## src/design/psramPkg.sv

```systemverilog
package psramPkg;

	// Bus and host widths.
	typedef logic [31:0] psramAddr_t;	// Device byte address.
	typedef logic [15:0] word_t;	// One host data word.
	typedef logic [7:0] byte_t;	// One DDR lane byte.

	// Host operation kind.
	typedef enum logic
	{
		OP_WRITE = 1'b0,
		OP_READ  = 1'b1
	} opKind_t;

	// Queue entry layout is {kind, address, data}.
	localparam int ENTRY_W = 1 + 32 + 16;
	typedef logic [ENTRY_W-1:0] queueEntry_t;

	// Command bytes, sent on both lanes in frame cycle 0.
	localparam byte_t CMD_SYNC_WR = 8'h80;
	localparam byte_t CMD_SYNC_RD = 8'h00;
	localparam byte_t CMD_MODE_REG_WR = 8'hC0;

	// Power-up timing, in iClk cycles.
	localparam logic [15:0] POWER_UP_CYCLES = 16'd100;	// Wait before the reset pulse.
	localparam logic [7:0] RST_LOW_CYCLES = 8'd2;	// Device reset low time.

	// Frame cycles for data.
	localparam logic [7:0] WR_LATENCY = 8'd7;	// Write data driven here.
	localparam logic [7:0] RD_LATENCY = 8'd9;	// Read data sampled here.

	// Mode register table, written in order after reset.
	localparam int MODE_REG_COUNT = 4;
	localparam int MODE_REG_IDX_W = $clog2(MODE_REG_COUNT);
	localparam byte_t MODE_REG_ADDR [MODE_REG_COUNT] = '{8'h00, 8'h04, 8'h08, 8'h01};
	localparam byte_t MODE_REG_DATA [MODE_REG_COUNT] = '{8'h11, 8'h20, 8'h03, 8'h40};

	// Operation queue sizing.
	localparam int QUEUE_DEPTH = 2;
	localparam int QUEUE_PTR_W = $clog2(QUEUE_DEPTH);
	localparam int QUEUE_CNT_W = QUEUE_PTR_W + 1;	// Count must reach QUEUE_DEPTH.

	// Power-up sequencer states.
	typedef enum logic [1:0]
	{
		waitPower,	// Counting the power-up wait.
		rstLow,	// Device reset held low.
		rstHigh,	// One cycle of recovery.
		done	// Parked until reset.
	} initState_t;

	// Bus frame sequencer states.
	typedef enum logic [2:0]
	{
		idle,
		cmd,	// Command cycle on the lanes.
		addr,	// Address or mode register address cycles.
		latency,	// Waiting for the data cycle.
		data,	// Last frame cycle.
		finish,	// CE# high gap.
		configure	// Launch of the next mode register frame.
	} busState_t;

endpackage

```

## src/design/busSequencer.sv

```systemverilog
`timescale 1ns/1ps

module busSequencer
	import psramPkg::*;
(
	input logic iClk,
	input logic iRst_N,
	input logic cfgStart,	// From the init sequencer.
	input queueEntry_t headEntry,
	input logic empty,
	output logic pop,
	output logic ready,	// Mode registers written.
	output logic psramCe_N,
	output byte_t dqOutRise,	// Byte for the rising edge.
	output byte_t dqOutFall,	// Byte for the falling edge.
	output logic dqOe,
	input byte_t dqInRise,
	input byte_t dqInFall,
	output logic rdValid,
	output word_t rdData
);

	busState_t state;
	logic [7:0] frameCnt;	// Frame cycle now on the lanes.
	logic [MODE_REG_IDX_W-1:0] cfgIdx;	// Mode register being written.
	logic cfgActive;	// Mode register frames in progress.
	queueEntry_t curEntry;	// Operation of the running frame.
	opKind_t headKind;
	opKind_t curKind;
	psramAddr_t curAddr;
	word_t curData;
	logic [7:0] lastCycle;	// Data cycle and last frame cycle.
	logic capValid;	// Read word captured last cycle.
	word_t capData;

	// Entry fields as laid out in the package.
	assign headKind = opKind_t'(headEntry[48]);
	assign curKind = opKind_t'(curEntry[48]);
	assign curAddr = curEntry[47:16];
	assign curData = curEntry[15:0];
	assign lastCycle = (curKind == OP_READ) ? RD_LATENCY : WR_LATENCY;

	// Take the head as the frame launches from idle.
	assign pop = (state == idle) && ready && !empty;

	always_ff @(posedge iClk)
	begin
		if (pop)
			curEntry <= headEntry;
		if (state == data && !cfgActive && curKind == OP_READ)
			capData <= {dqInRise, dqInFall};	// Sample point with the high byte on rise.
		if (capValid)
			rdData <= capData;
	end

	always_ff @(posedge iClk or negedge iRst_N)
	begin
		if (!iRst_N)
		begin
			state <= idle;
			frameCnt <= '0;
			cfgIdx <= '0;
			cfgActive <= 1'b0;
			ready <= 1'b0;
			psramCe_N <= 1'b1;
			dqOutRise <= '0;
			dqOutFall <= '0;
			dqOe <= 1'b0;
			capValid <= 1'b0;
			rdValid <= 1'b0;
		end
		else
		begin
			capValid <= 1'b0;
			rdValid <= capValid;	// Two cycles after the sample cycle.
			case (state)
				idle:
					if (!ready && !cfgActive && cfgStart)
					begin
						cfgActive <= 1'b1;
						cfgIdx <= '0;
						state <= configure;
					end
					else if (pop)
					begin
						psramCe_N <= 1'b0;	// Frame cycle 0 starts.
						dqOe <= 1'b1;
						dqOutRise <= (headKind == OP_READ) ? CMD_SYNC_RD : CMD_SYNC_WR;
						dqOutFall <= (headKind == OP_READ) ? CMD_SYNC_RD : CMD_SYNC_WR;
						frameCnt <= '0;
						state <= cmd;
					end
				configure:
				begin
					psramCe_N <= 1'b0;
					dqOe <= 1'b1;
					dqOutRise <= CMD_MODE_REG_WR;
					dqOutFall <= CMD_MODE_REG_WR;
					frameCnt <= '0;
					state <= cmd;
				end
				cmd:
				begin
					// Cycle 1 carries address bytes 3 and 2.
					dqOutRise <= cfgActive ? 8'h00 : curAddr[31:24];
					dqOutFall <= cfgActive ? 8'h00 : curAddr[23:16];
					frameCnt <= frameCnt + 8'd1;
					state <= addr;
				end
				addr:
				begin
					frameCnt <= frameCnt + 8'd1;
					if (frameCnt == 8'd1)
					begin
						// Cycle 2 carries address bytes 1 and 0 or the MR address.
						dqOutRise <= cfgActive ? 8'h00 : curAddr[15:8];
						dqOutFall <= cfgActive ? MODE_REG_ADDR[cfgIdx] : curAddr[7:0];
					end
					else if (cfgActive)
					begin
						dqOutRise <= MODE_REG_DATA[cfgIdx];	// MR data at cycle 3.
						dqOutFall <= 8'h00;
						state <= data;
					end
					else
					begin
						dqOutRise <= 8'h00;
						dqOutFall <= 8'h00;
						dqOe <= (curKind == OP_WRITE);	// Reads release the bus here.
						state <= latency;
					end
				end
				latency:
				begin
					frameCnt <= frameCnt + 8'd1;
					if (frameCnt + 8'd1 == lastCycle)
					begin
						if (curKind == OP_WRITE)
						begin
							dqOutRise <= curData[15:8];
							dqOutFall <= curData[7:0];
						end
						state <= data;
					end
				end
				data:
				begin
					psramCe_N <= 1'b1;	// End of frame.
					dqOe <= 1'b0;
					dqOutRise <= 8'h00;
					dqOutFall <= 8'h00;
					capValid <= !cfgActive && (curKind == OP_READ);
					state <= finish;
				end
				finish:
					if (cfgActive && cfgIdx == MODE_REG_IDX_W'(MODE_REG_COUNT - 1))
					begin
						cfgActive <= 1'b0;
						ready <= 1'b1;	// Table written so the host may start.
						state <= idle;
					end
					else if (cfgActive)
					begin
						cfgIdx <= cfgIdx + MODE_REG_IDX_W'(1);
						state <= configure;
					end
					else
						state <= idle;
				default:
					state <= idle;
			endcase
		end
	end

	// Config start only lands on an idle bus that is not yet configured.
	assertCfgStartIdle: assert property (@(posedge iClk) disable iff (!iRst_N)
		cfgStart |-> state == idle && !ready && !cfgActive);

endmodule

```

## src/design/hostPort.sv

```systemverilog
`timescale 1ns/1ps

module hostPort
	import psramPkg::*;
(
	input logic iClk,
	input logic iRst_N,
	input logic opReq,	// Four-phase request from the host.
	input opKind_t opKind,
	input psramAddr_t opAddr,
	input word_t opWrData,
	input logic ready,	// Device configured.
	input logic full,	// Queue has no free slot.
	output logic opAck,
	output logic push,
	output queueEntry_t pushEntry
);

	logic pushed;	// Request pushed last cycle.

	// Host holds the fields steady while opReq is high.
	assign pushEntry = {opKind, opAddr, opWrData};

	// One push per request. Ack low is the idle phase.
	assign push = opReq && !opAck && !pushed && ready && !full;

	always_ff @(posedge iClk or negedge iRst_N)
	begin
		if (!iRst_N)
		begin
			pushed <= 1'b0;
			opAck <= 1'b0;
		end
		else
		begin
			pushed <= push;
			if (pushed)
				opAck <= 1'b1;	// Ack one cycle after the push.
			else if (!opReq)
				opAck <= 1'b0;	// Host released the request.
		end
	end

	// The host keeps a pending request and its fields steady until the ack.
	assertReqHeld: assert property (@(posedge iClk) disable iff (!iRst_N)
		opReq && !opAck |=> opAck || (opReq && $stable(pushEntry)));

endmodule

```

## src/design/initSequencer.sv

```systemverilog
`timescale 1ns/1ps

module initSequencer
	import psramPkg::*;
(
	input logic iClk,
	input logic iRst_N,
	output logic psramRst_N,	// Device reset, active low.
	output logic cfgStart	// One pulse, starts mode register writes.
);

	initState_t state;
	logic [15:0] cnt;	// Cycle counter for the current state.

	always_ff @(posedge iClk or negedge iRst_N)
	begin
		if (!iRst_N)
		begin
			state <= waitPower;
			cnt <= '0;
			psramRst_N <= 1'b1;	// Device reset idles high.
			cfgStart <= 1'b0;
		end
		else
		begin
			cfgStart <= 1'b0;	// Default, pulse only.
			case (state)
				waitPower:
					// Let the device supply settle.
					if (cnt == POWER_UP_CYCLES - 16'd1)
					begin
						cnt <= '0;
						psramRst_N <= 1'b0;	// Start the reset pulse.
						state <= rstLow;
					end
					else
						cnt <= cnt + 16'd1;
				rstLow:
					if (cnt == {8'd0, RST_LOW_CYCLES} - 16'd1)
					begin
						cnt <= '0;
						psramRst_N <= 1'b1;	// Release reset.
						state <= rstHigh;
					end
					else
						cnt <= cnt + 16'd1;
				rstHigh:
				begin
					cfgStart <= 1'b1;	// Recovery cycle done, hand over to the bus.
					state <= done;
				end
				done:
					state <= done;	// Stay here until the next reset.
				default:
					state <= waitPower;
			endcase
		end
	end

endmodule

```

## src/design/opQueue.sv

```systemverilog
`timescale 1ns/1ps

module opQueue
	import psramPkg::*;
(
	input logic iClk,
	input logic iRst_N,
	input logic push,
	input queueEntry_t pushEntry,
	input logic pop,
	output queueEntry_t headEntry,
	output logic empty,
	output logic full
);

	queueEntry_t mem [QUEUE_DEPTH];	// Pending operations.
	logic [QUEUE_PTR_W-1:0] wrPtr;	// Next free slot.
	logic [QUEUE_PTR_W-1:0] rdPtr;	// Oldest entry.
	logic [QUEUE_CNT_W-1:0] count;	// Entries held.

	assign headEntry = mem[rdPtr];	// Oldest entry when not empty.
	assign empty = (count == '0);
	assign full = (count == QUEUE_CNT_W'(QUEUE_DEPTH));

	// Entry storage.
	always_ff @(posedge iClk)
	begin
		if (push)
			mem[wrPtr] <= pushEntry;
	end

	// Pointers wrap by overflow on a power-of-two depth.
	always_ff @(posedge iClk or negedge iRst_N)
	begin
		if (!iRst_N)
		begin
			wrPtr <= '0;
			rdPtr <= '0;
			count <= '0;
		end
		else
		begin
			if (push)
				wrPtr <= wrPtr + QUEUE_PTR_W'(1);
			if (pop)
				rdPtr <= rdPtr + QUEUE_PTR_W'(1);
			case ({push, pop})
				2'b10: count <= count + QUEUE_CNT_W'(1);	// Fill.
				2'b01: count <= count - QUEUE_CNT_W'(1);	// Drain.
				default: count <= count;	// Both or neither.
			endcase
		end
	end

	// The bus side only takes an entry that exists.
	assertPopNotEmpty: assert property (@(posedge iClk) disable iff (!iRst_N)
		pop |-> !empty);

endmodule

```

## src/design/psramCtrlTop.sv

```systemverilog
`timescale 1ns/1ps

module psramCtrlTop
	import psramPkg::*;
(
	input logic iClk,
	input logic iRst_N,
	input logic opReq,
	input opKind_t opKind,
	input psramAddr_t opAddr,
	input word_t opWrData,
	output logic opAck,
	output logic ready,
	output logic rdValid,
	output word_t rdData,
	output logic psramCe_N,
	output logic psramRst_N,
	output byte_t dqOutRise,
	output byte_t dqOutFall,
	output logic dqOe,
	input byte_t dqInRise,
	input byte_t dqInFall
);

	logic push;
	logic pop;
	logic empty;
	logic full;
	logic cfgStart;
	queueEntry_t pushEntry;
	queueEntry_t headEntry;

	hostPort uHostPort (
		.iClk(iClk), .iRst_N(iRst_N),
		.opReq(opReq), .opKind(opKind), .opAddr(opAddr), .opWrData(opWrData),
		.ready(ready), .full(full),
		.opAck(opAck), .push(push), .pushEntry(pushEntry)
	);

	opQueue uOpQueue (
		.iClk(iClk), .iRst_N(iRst_N),
		.push(push), .pushEntry(pushEntry), .pop(pop),
		.headEntry(headEntry), .empty(empty), .full(full)
	);

	initSequencer uInitSequencer (
		.iClk(iClk), .iRst_N(iRst_N),
		.psramRst_N(psramRst_N), .cfgStart(cfgStart)
	);

	busSequencer uBusSequencer (
		.iClk(iClk), .iRst_N(iRst_N),
		.cfgStart(cfgStart), .headEntry(headEntry), .empty(empty), .pop(pop),
		.ready(ready), .psramCe_N(psramCe_N),
		.dqOutRise(dqOutRise), .dqOutFall(dqOutFall), .dqOe(dqOe),
		.dqInRise(dqInRise), .dqInFall(dqInFall),
		.rdValid(rdValid), .rdData(rdData)
	);

endmodule

```

## config.mk

```make
export PLATFORM = sky130hd
export DESIGN_NAME = psramCtrlTop
export DESIGN_NICKNAME = d
export VERILOG_FILES = /design/src/design/psramPkg.sv /design/src/design/busSequencer.sv /design/src/design/hostPort.sv /design/src/design/initSequencer.sv /design/src/design/opQueue.sv /design/src/design/psramCtrlTop.sv
export SDC_FILE = /design/constraint.sdc
export NUM_CORES = 1
export LEC_CHECK = 0
export ABC_AREA = 1
export BUFFER_PORTS_ARGS = -buffer_cell sky130_fd_sc_hd__buf_2
export CAP_MARGIN = 20
export CORE_MARGIN = 5
export CORE_UTILIZATION = 55
export CTS_CLUSTER_DIAMETER = 100
export DETAILED_ROUTE_END_ITERATION = 8
export HOLD_SLACK_MARGIN = 0.1
export PLACE_DENSITY = 0.84
export SLEW_MARGIN = 20
export SYNTH_ARGS = -nofsm -noshare
export SYNTH_HDL_FRONTEND = slang
export SYNTH_SLANG_ARGS = --single-unit
```

## constraint.sdc

```tcl
create_clock -name iClk -period 6.9 [get_ports iClk]
set_input_delay 1.035 -clock iClk [delete_from_list [all_inputs] [get_ports iClk]]
set_output_delay 1.035 -clock iClk [all_outputs]
set_load 0.02 [all_outputs]
```

== After elaboration in Yosys (flattened, before gate mapping) ==
Memories as Yosys holds them, arrays and structs flattened.
Index checks and enable logic that the tools add are counted.
Cells by class
  order comparisons: 1
  eq/ne operators: 31
  reduce and logical (&&, ||, !) cells: 40
  multiplexer cells: 65
  add/subtract/negate cells: 7
  bitwise logic cells: 2
Operators with widths (number)
  8-bit 2-to-1 mux: 20
  8-bit one-hot mux with 6 select lines: 2
  8-bit binary-select mux with 2-bit select: 2
  16-bit 2-to-1 mux: 2
  16-bit one-hot mux with 2 select lines: 1
  8-bit one-hot mux with 3 select lines: 1
  3-bit 2-to-1 mux: 7
  3-bit one-hot mux with 7 select lines: 1
  16-bit by 1-bit adder with 16-bit output, second input constant: 1
  16-bit by 1-bit == test with 1-bit output, second input constant: 1
  16-bit by 7-bit == test with 1-bit output, second input constant: 1
  1-bit 2-to-1 mux: 16
  3-bit AND reduction: 5
  2-bit != test, second input constant: 7
  1-bit logical AND: 12
  2-bit by 1-bit != test with 1-bit output, second input constant: 6
  2-bit == test, second input constant: 5
  2-bit 2-to-1 mux: 5
  5-bit AND reduction: 2
  3-bit == test, second input constant: 3
  8-bit by 1-bit adder with 8-bit output, second input constant: 1
  8-bit by 1-bit == test with 1-bit output, second input constant: 1
  8-bit == test: 1
  2-bit one-hot mux with 2 select lines: 2
  other kinds (26): 41
Word-level totals
  output and inout bits: 38
  input bits: 68
  memories: 1
  word-level logic and storage cells: 170
  memory bits (writable): 98
  register bits: 142
Memories
  uOpQueue.mem: words 2, width 49, read ports 1, clocked after Yosys merged registers in 0, wr ports 1, RTL line opQueue.sv:16  | queueEntry_t mem [QUEUE_DEPTH];

== Logic depth before layout (Yosys ltp) ==
Gate-level depths: netlist of the first run.
  word-level depth: 7
  depth in mapped cells: 14
  mapped depth without buffers: 13

== Cells and area by module ==
From an unflattened synthesis of the first run, not the netlist that was laid out.
Unflattened totals
  cell total of the unflattened synthesis: 914
  area, all modules: 10299.9 sq um
Modules (own cells, without submodules)
  busSequencer: area each 4748.3 sq um, instances 1, cells each 417, sequential area each 3309.4 sq um
  opQueue: area each 3916.3 sq um, instances 1, cells each 280, sequential area each 3042.9 sq um
  initSequencer: area each 1178.6 sq um, instances 1, cells each 158, sequential area each 501.7 sq um
  hostPort: area each 456.7 sq um, instances 1, cells each 59, sequential area each 50.0 sq um

== Worst setup path after synthesis of the first run ==
Ideal clock, no wire load.
  kind: register to register
  from: reg uBusSequencer.state[2]
  to: reg uOpQueue.count[1]
  path slack: 2.846 ns
  path buffers: 1
  library setup time: 0.131 ns
  clock period less this slack: 4.054 ns
  arrival: 3.923 ns
  required time: 6.769 ns
  cell stages (with the launch flop): 9
  cell sequence: dfrtp_1 > inv_2 > buf_2 > nand2_1 > nor2_1 > ha_1 > a21oi_1 > o21ai_0 > xor2_1
On the way
  cells in the longest elaborated chain, start to end: 5
  elaborated cells on any way between the ends: 7
  classes of those cells: 2 x eq/ne; 1 x mux; 4 x reduce/logical
Ends and longest elaborated chain
  start, declared: RTL line busSequencer.sv:23  | busState_t state;
  start signal, assigned: RTL line busSequencer.sv:60  | state <= idle;
  start signal, assigned: RTL line busSequencer.sv:82  | state <= configure;
  start signal, assigned: RTL line busSequencer.sv:91  | state <= cmd;
  3-bit logical NOT (*): RTL line busSequencer.sv:44  | assign pop = (state == idle) && ready && !empty;
  1-bit logical AND (*) (2 in series): RTL line busSequencer.sv:44
  net pop: RTL line psramCtrlTop.sv:26  | logic pop;
  2-bit by 1-bit == test with 1-bit output / 2-bit == test (equally long branches): RTL line opQueue.sv:47  | case ({push, pop})
  2-bit one-hot mux with 2 select lines / 2-bit nonzero test (equally long branches)
  end signal, assigned: RTL line opQueue.sv:48  | 2'b10: count <= count + QUEUE_CNT_W'(1);
  end signal, assigned: RTL line opQueue.sv:49  | 2'b01: count <= count - QUEUE_CNT_W'(1);
  end signal, assigned: RTL line opQueue.sv:50  | default: count <= count;
  end, declared: RTL line opQueue.sv:19  | logic [QUEUE_CNT_W-1:0] count;
The timed path passes the listed nets; every way through them passes the cells marked *.
A chain may end at the register's enable or synchronous reset.

== Worst setup path in the final report of the first run ==
  from: reg uBusSequencer.frameCnt[1]
  to: reg uBusSequencer.dqOutFall[3]
On the way
  cells in the longest elaborated chain, start to end: 4
  elaborated cells on any way between the ends: 7
  classes of those cells: 1 x add/sub; 3 x eq/ne; 2 x mux; 1 x reduce/logical
Ends and longest elaborated chain
  start, declared: RTL line busSequencer.sv:24  | logic [7:0] frameCnt;
  start signal, assigned: RTL line busSequencer.sv:107  | frameCnt <= frameCnt + 8'd1;
  start signal, assigned: RTL line busSequencer.sv:112  | frameCnt <= frameCnt + 8'd1;
  start signal, assigned: RTL line busSequencer.sv:135  | frameCnt <= frameCnt + 8'd1;
  8-bit by 1-bit adder with 8-bit output: RTL line busSequencer.sv:136  | if (frameCnt + 8'd1 == lastCycle)
  8-bit == test: RTL line busSequencer.sv:136
  2-bit by 1-bit != test with 1-bit output (no line)
  5-bit AND reduction (no line)
  end signal, assigned: RTL line busSequencer.sv:106  | dqOutFall <= cfgActive ? 8'h00 : curAddr[23:16];
  end signal, assigned: RTL line busSequencer.sv:117  | dqOutFall <= cfgActive ? MODE_REG_ADDR[cfgIdx] : curAddr[7:0];
  end signal, assigned: RTL line busSequencer.sv:141  | dqOutFall <= curData[7:0];
  end, declared: RTL line busSequencer.sv:15  | output byte_t dqOutFall,
Several ways; a longest one is shown, not always the timed one.

==> results of run 1 <==
[kinds of logic (layout without fill, tap and decap cells)]
logic type                 count (synthesis)  after routing
adders and majority gates                  9              9
DFF                                      240            240
and+or+nand+nor                          266            266
xor gates and xnor gates                  11             11
muxes                                     48             48
AOI/OAI and AO/OA                         54             54
buffers and inverters                     72            209
[Yosys cell counts (8+ instances only)]
cell type  instances  area (sq um)
inv_2              8          30.0
nand2_1          130           488
a22oi_1           10          75.1
nand3_1           50           250
nand4_1           11          68.8
inv_1             48           180
o21ai_0           16          80.1
nand3_2            9          90.1
edfxtp_1         179          5380
xor2_1             9          78.8
ha_1               9           113
nor2_1            44           165
mux2_2            48           541
a21oi_1           10          50.1
dfrtp_1           59          1480
[registers in the layout, indices dropped and copies added, names as in the netlist, 2 cells and up]
signal / flops
uOpQueue.count: 2
uBusSequencer.frameCnt: 8
uBusSequencer.dqOutFall: 8
uInitSequencer.state: 2
uBusSequencer.capData: 16
uBusSequencer.rdData: 16
uBusSequencer.cfgIdx: 2
uInitSequencer.cnt: 16
uBusSequencer.dqOutRise: 8
uBusSequencer.state: 3
uOpQueue.mem: 98
uBusSequencer.curEntry: 49
[per-layer routing]
| layer | share of wire (%) | vias to the layer above | wire length [um] |
|---|---|---|---|
| met4 | 2.9 | 0 | 523 |
| met3 | 6.6 | 39 | 1200 |
| met5 | 0 | - | 0 |
| met2 | 50 | 194 | 9100 |
| met1 | 41 | 2754 | 7400 |
| li1 | - | 2716 | - |
[power by group]
group,leakage (nW),switching [W],internal (W)
clock,0.367,0.000513,0.000705
sequential,2.43,0.00000000000000000000591,0.00155
combinational,1.67,0.0000168,0.0000137
total,4.47,0.000530,0.00227
[area by class of cell]
type / count / share of cell area, %
clock buffer: 29 / 5.51
timing repair buffer: 110 / 5.10
sequential: 240 / 62.6
clock inverter: 13 / 1.18
tap: 225 / 2.55
multi-input combinational: 388 / 21.1
inverter: 57 / 1.94
[critical path, stage by stage (launching register included)]
cell	delay (ns)
dfrtp_1	0.42
inv_1	0.10
ha_1	0.31
or2_2	0.30
nor2_1	0.12
nor2_1	0.06
nor2_1	0.10
nand2_1	0.07
nand2_2	0.38
nand2_2	0.33
nand2_1	0.17
nand2_1	0.06
[metrics by stage]
stage | util [%] | instance area (sq um) | worst slack (ns) | power, W | instances
after floorplan | - | 9520 | 2.85 | 0.00158 | 700
after global placement | 60.1 | 10300 | 4.32 | 0.00161 | 1020
after detailed placement | 60.1 | 10300 | 4.29 | 0.00161 | 1020
after CTS | 64.4 | 11000 | 4.36 | 0.00282 | 1062
after global routing | 64.4 | 11000 | 4.18 | 0.00290 | 1062
final | 64.4 | 11000 | 4.36 | 0.00280 | 1062
[final timing paths]
check	from	end	slack, ns	cells past startpoint
max	uBusSequencer.frameCnt[1]$_DFFE_PN0P_	uBusSequencer.dqOutFall[3]$_DFFE_PN0P_	4.36	11
min	uBusSequencer.capData[4]$_DFFE_PP_	uBusSequencer.rdData[4]$_DFFE_PP_	0.42	0
max reg2reg	uBusSequencer.frameCnt[1]$_DFFE_PN0P_	uBusSequencer.dqOutFall[3]$_DFFE_PN0P_	4.36	11
min reg2reg	uBusSequencer.capData[4]$_DFFE_PP_	uBusSequencer.rdData[4]$_DFFE_PP_	0.42	0
max in group asynchronous	iRst_N	uOpQueue.rdPtr$_DFFE_PN0P_	5.59	2
min in group asynchronous	iRst_N	uBusSequencer.dqOutRise[6]$_DFFE_PN0P_	0.70	2
==> run metrics, run 1 <==
status complete, no violations; initial antenna violation count 0; Final Skew 0.0189 ns; area occupied by multi-input gates 2330 sq um; vias per cell 5.37; CTS sink cnt 240; synthesis-to-finish area growth 15.9%; Critical Path RT 7.29 ns; first-pass GRT wire length 29500 um; All-Layer GR Usage 18.5%; post-CTS sizing 0; grt total ovfl 0; # DRC 0; Avg Inst Size Synth 13.6 sq um; Core Region 17100 sq um; VDD IR max 0.000228 V; initial core utilization 55.6%; count of flip-flops with a built-in enable after synthesis 179; vias in the first global route 5679; Slew HR 40.3%; number of max-cap violations 0; CTS tree yes; Simple-Gate Fraction of Synth Area 12.9%; Leakage 4.47 nW; clk slew on worst S/H paths 0.06 ns; Max H-tree Level 1; register area 6910 sq um; FMAX 0.394 GHz; met2 Usage GRT 31.4%; routed len/inst 17.2 um; main combinational cell family by area after synthesis simple AND/OR/NAND/NOR gates; Die Wd 142 um; Power Density 253 nW/um^2; Yosys cell types 42; Longest Clk Path Bufs 3; CP endpoint kind flip-flop; final period utilization 36.8%; WP data arrival 2.93 ns; Setup CP Type flip-flop to flip-flop; NumNets Final 897; CTS Buf Count 23; Synth Area in Adders 1.18%; fillers 1251; Post-Synthesis Cells 700; ant diodes 0; via count 5703; I/O pin count 106; iteration-0 DRC count of the detailed router 417; worst hold slack 0.417 ns; PortBufs 105; final wirelength 18200 um; Min-Delay Path Class flip-flop to flip-flop; Clock Latency Late Sink 0.52 ns; final count of negative-setup-slack endpoints 0; layout cell share with drive strength beyond 1 27.1%; Syn Std Cell Area 9520 sq um; die area 20000 sq um; Compound-Gate Fraction of Synth Area 3.40%; Top Usage Layer GRT met2; Synth Area in XOR/XNOR 1.01%; RSZ-0062 raised after global routing no; #FFs+latches synth 240; total iterations of the first detailed-routing run 6; DP Wirelength 11600 um; # rows 48; Final Hold Viols 0; Setup Total Neg Slack 0 ns; Die Ht 142 um; final critical-path required period 2.54 ns; largest net degree at the start of global routing 62; async set-or-reset flop fraction in the synthesized netlist 25.4%; CTS root buf clkbuf_16; Global Route met3 Usage 3.98%; CP startpoint kind flip-flop; fin. max-slew vios 0; YS warnings 0; Crit Path Max Fanout 20; commonest non-fill, non-tap cells in the layout edfxtp_1 (179), nand2_1 (130), buf_2 (105), dfrtp_1 (58), nand3_1 (50); mux contribution to synthesized area 5.68%; most common cell after layout, fill and taps aside edfxtp_1; met1 Usage GRT 24.2%; predominant post-synthesis flop cell edfxtp_1; gpl congestion 0.883; hold bufs inserted after CTS 0; post-synthesis sequential area ratio 72.5%; Antenna Nets Post-Route 0; Worst Tran Pin Value 0.894 ns; synthesized net count 777; setup bufs post-CTS 0
Power figures use the tool's default switching activity.
==> run 2, diff against run 1 <==
--- a/config.mk
+++ b/config.mk
@@ -9,11 +9,11 @@
 export BUFFER_PORTS_ARGS = -buffer_cell sky130_fd_sc_hd__buf_2
 export CAP_MARGIN = 20
 export CORE_MARGIN = 5
-export CORE_UTILIZATION = 55
+export CORE_UTILIZATION = 52
 export CTS_CLUSTER_DIAMETER = 100
 export DETAILED_ROUTE_END_ITERATION = 8
 export HOLD_SLACK_MARGIN = 0.1
-export PLACE_DENSITY = 0.84
+export PLACE_DENSITY = 0.83
 export SLEW_MARGIN = 20
 export SYNTH_ARGS = -nofsm -noshare
 export SYNTH_HDL_FRONTEND = slang
==> constraint.sdc (replaced) <==
create_clock -name iClk -period 2.05 [get_ports iClk]
set_input_delay 0.3075 -clock iClk [delete_from_list [all_inputs] [get_ports iClk]]
set_output_delay 0.3075 -clock iClk [all_outputs]
set_load 0.02 [all_outputs]
==> run metrics, run 2 (synthesis results as in run 1) <==
cell area after layout 12000 sq um; grt total ovfl 0; FMAX 0.514 GHz; RR Endpoint uBusSequencer.dqOutFall[3]$_DFFE_PN0P_; CTS Buf Count 24; Min-Delay Path Class input port to async pin; dpl cell area 10500 sq um; CTS root buf clkbuf_16; layout cell share with drive strength beyond 1 27.4%; CP endpoint kind flip-flop; first-pass GRT wire length 31600 um; flop2flop setup slack 0.10 ns; final count of negative-setup-slack endpoints 0; synthesis-to-finish area growth 26.2%; CP Buf/Inv Count 2; vias in the first global route 6034; final critical-path required period 1.95 ns; initial core utilization 52.8%; Slew HR 54.5%; Crit Path Max Fanout 6; initial antenna violation count 0; CTS sink cnt 240; CTS tree yes; DP Wirelength 12200 um; worst r2r src uBusSequencer.frameCnt[1]$_DFFE_PN0P_; worst-case reg-to-reg path depth 11; WP data arrival 2.38 ns; Reg with most FFs uOpQueue.mem; slowest cell on the critical path dfrtp_1; Longest Clk Path Bufs 3; Final Skew 0.0235 ns; fin. max-slew vios 0; PortBufs 105; routed len/inst 17.2 um; Die Ht 145 um; Leakage 4.86 nW; status complete, no violations; Clock Latency Late Sink 0.52 ns; I/O pin count 106; Die Wd 145 um; VDD IR max 0.000670 V; NumNets Final 979; gpl congestion 0.886; vias per cell 5.28; Final Hold Viols 0; via count 6066; total iterations of the first detailed-routing run 5; largest net degree at the start of global routing 62; worst path cell trace inv_1 -> ha_1 -> or2_2 -> nor2_1 -> nor2_1 -> nor2_2 -> nand2_2 -> nand2_8 -> clkbuf_16 -> nand3_2 -> nand2_1; Layout Utilization 66.6%; Core Region 18000 sq um; final wirelength 19700 um; ant diodes 0; CP startpoint kind flip-flop; slowest stage delay, CP 0.38 ns; die area 21100 sq um; Setup Total Neg Slack 0 ns; # rows 49; Power Density 801 nW/um^2; number of max-cap violations 0; clk slew on worst S/H paths 0.06 ns; worst hold slack 0.358 ns; critical path's top delay family simple AND/OR/NAND/NOR gates; most common cell after layout, fill and taps aside edfxtp_1; Antenna Nets Post-Route 0; All-Layer GR Usage 18.3%; number of flip-flops in the largest register 98; Top Registers uOpQueue.mem (98), uBusSequencer.curEntry (49); iteration-0 DRC count of the detailed router 387; final period utilization 94.9%; # DRC 0; Worst Tran Pin Value 0.682 ns; CP most frequent cell nor2_1; commonest non-fill, non-tap cells in the layout edfxtp_1 (179), nand2_1 (126), buf_2 (105), dlygate4sd3_1 (67), dfrtp_1 (57); Max H-tree Level 1; Critical Path RT 2.48 ns; Setup CP Type flip-flop to flip-flop
## run 2: per-stage QoR
stage	power (W)	cells	worst slack, ns
2_1_floorplan	0.00531	700	-0.223
3_3_place_gp	0.00541	1034	0.0230
3_5_place_dp	0.00541	1034	-0.0800
4_1_cts	0.00968	1144	0.0433
5_1_grt	0.00996	1148	-0.0228
6_report	0.00963	1148	0.105
## run 2: power breakdown
part           internal [W]             switching [W]  total, W
combinational      0.000132                 0.0000777  0.000210
sequential          0.00521  0.0000000000000000000215   0.00521
clock               0.00246                   0.00175   0.00421
## run 2: worst max path at each step
stage,startpoint,endpoint,slack [ns],cells after the start
floorplan,uBusSequencer.state[2]$_DFFE_PN0P_,uOpQueue.count[1]$_DFFE_PN0P_,-0.22,8
global placement,uBusSequencer.state[2]$_DFFE_PN0P_,uBusSequencer.dqOutRise[7]$_DFFE_PN0P_,0.02,7
detailed placement,uBusSequencer.state[2]$_DFFE_PN0P_,uBusSequencer.dqOutFall[5]$_DFFE_PN0P_,-0.08,7
CTS,uBusSequencer.frameCnt[1]$_DFFE_PN0P_,uBusSequencer.dqOutRise[3]$_DFFE_PN0P_,0.04,11
global route,uBusSequencer.frameCnt[0]$_DFFE_PN0P_,uBusSequencer.dqOutRise[7]$_DFFE_PN0P_,-0.02,13
finish,uBusSequencer.frameCnt[1]$_DFFE_PN0P_,uBusSequencer.dqOutFall[3]$_DFFE_PN0P_,0.10,11
## run 2: cell type report
class                   instances  area, sq um
repair buffers                189         1420
inverters                      57          214
fillers                      1257         6020
clock inverters                11          123
clock buffers                  32          641
flip-flops and latches        240         6910
multi-input cells             390         2420
well taps                     229          287
## run 2: metal layers
metal	GRT usage [%]	up-vias	part of all wire (%)
li1	-	2892	-
met1	24.8	2927	41
met2	31.0	201	51
met3	3.15	46	5.6
met4	4.85	0	2.5
met5	0	-	0
## run 2: repair_timing
action,in CTS,in global routing
pin swaps,0,2
endpoints found under the setup margin,16,17
cloned,0,3
gates resized for setup,2,8
hold endpoints to repair,175,0
hold buffers,67,0
setup buffers,0,1
## run 2: worst register-to-register path: cells and delay by family, from the launching register on
kind          cells  cell delay, ns
simple gates      8            1.00
flops             1            0.38
buf+inv           2            0.25
fa+ha+maj         1            0.25
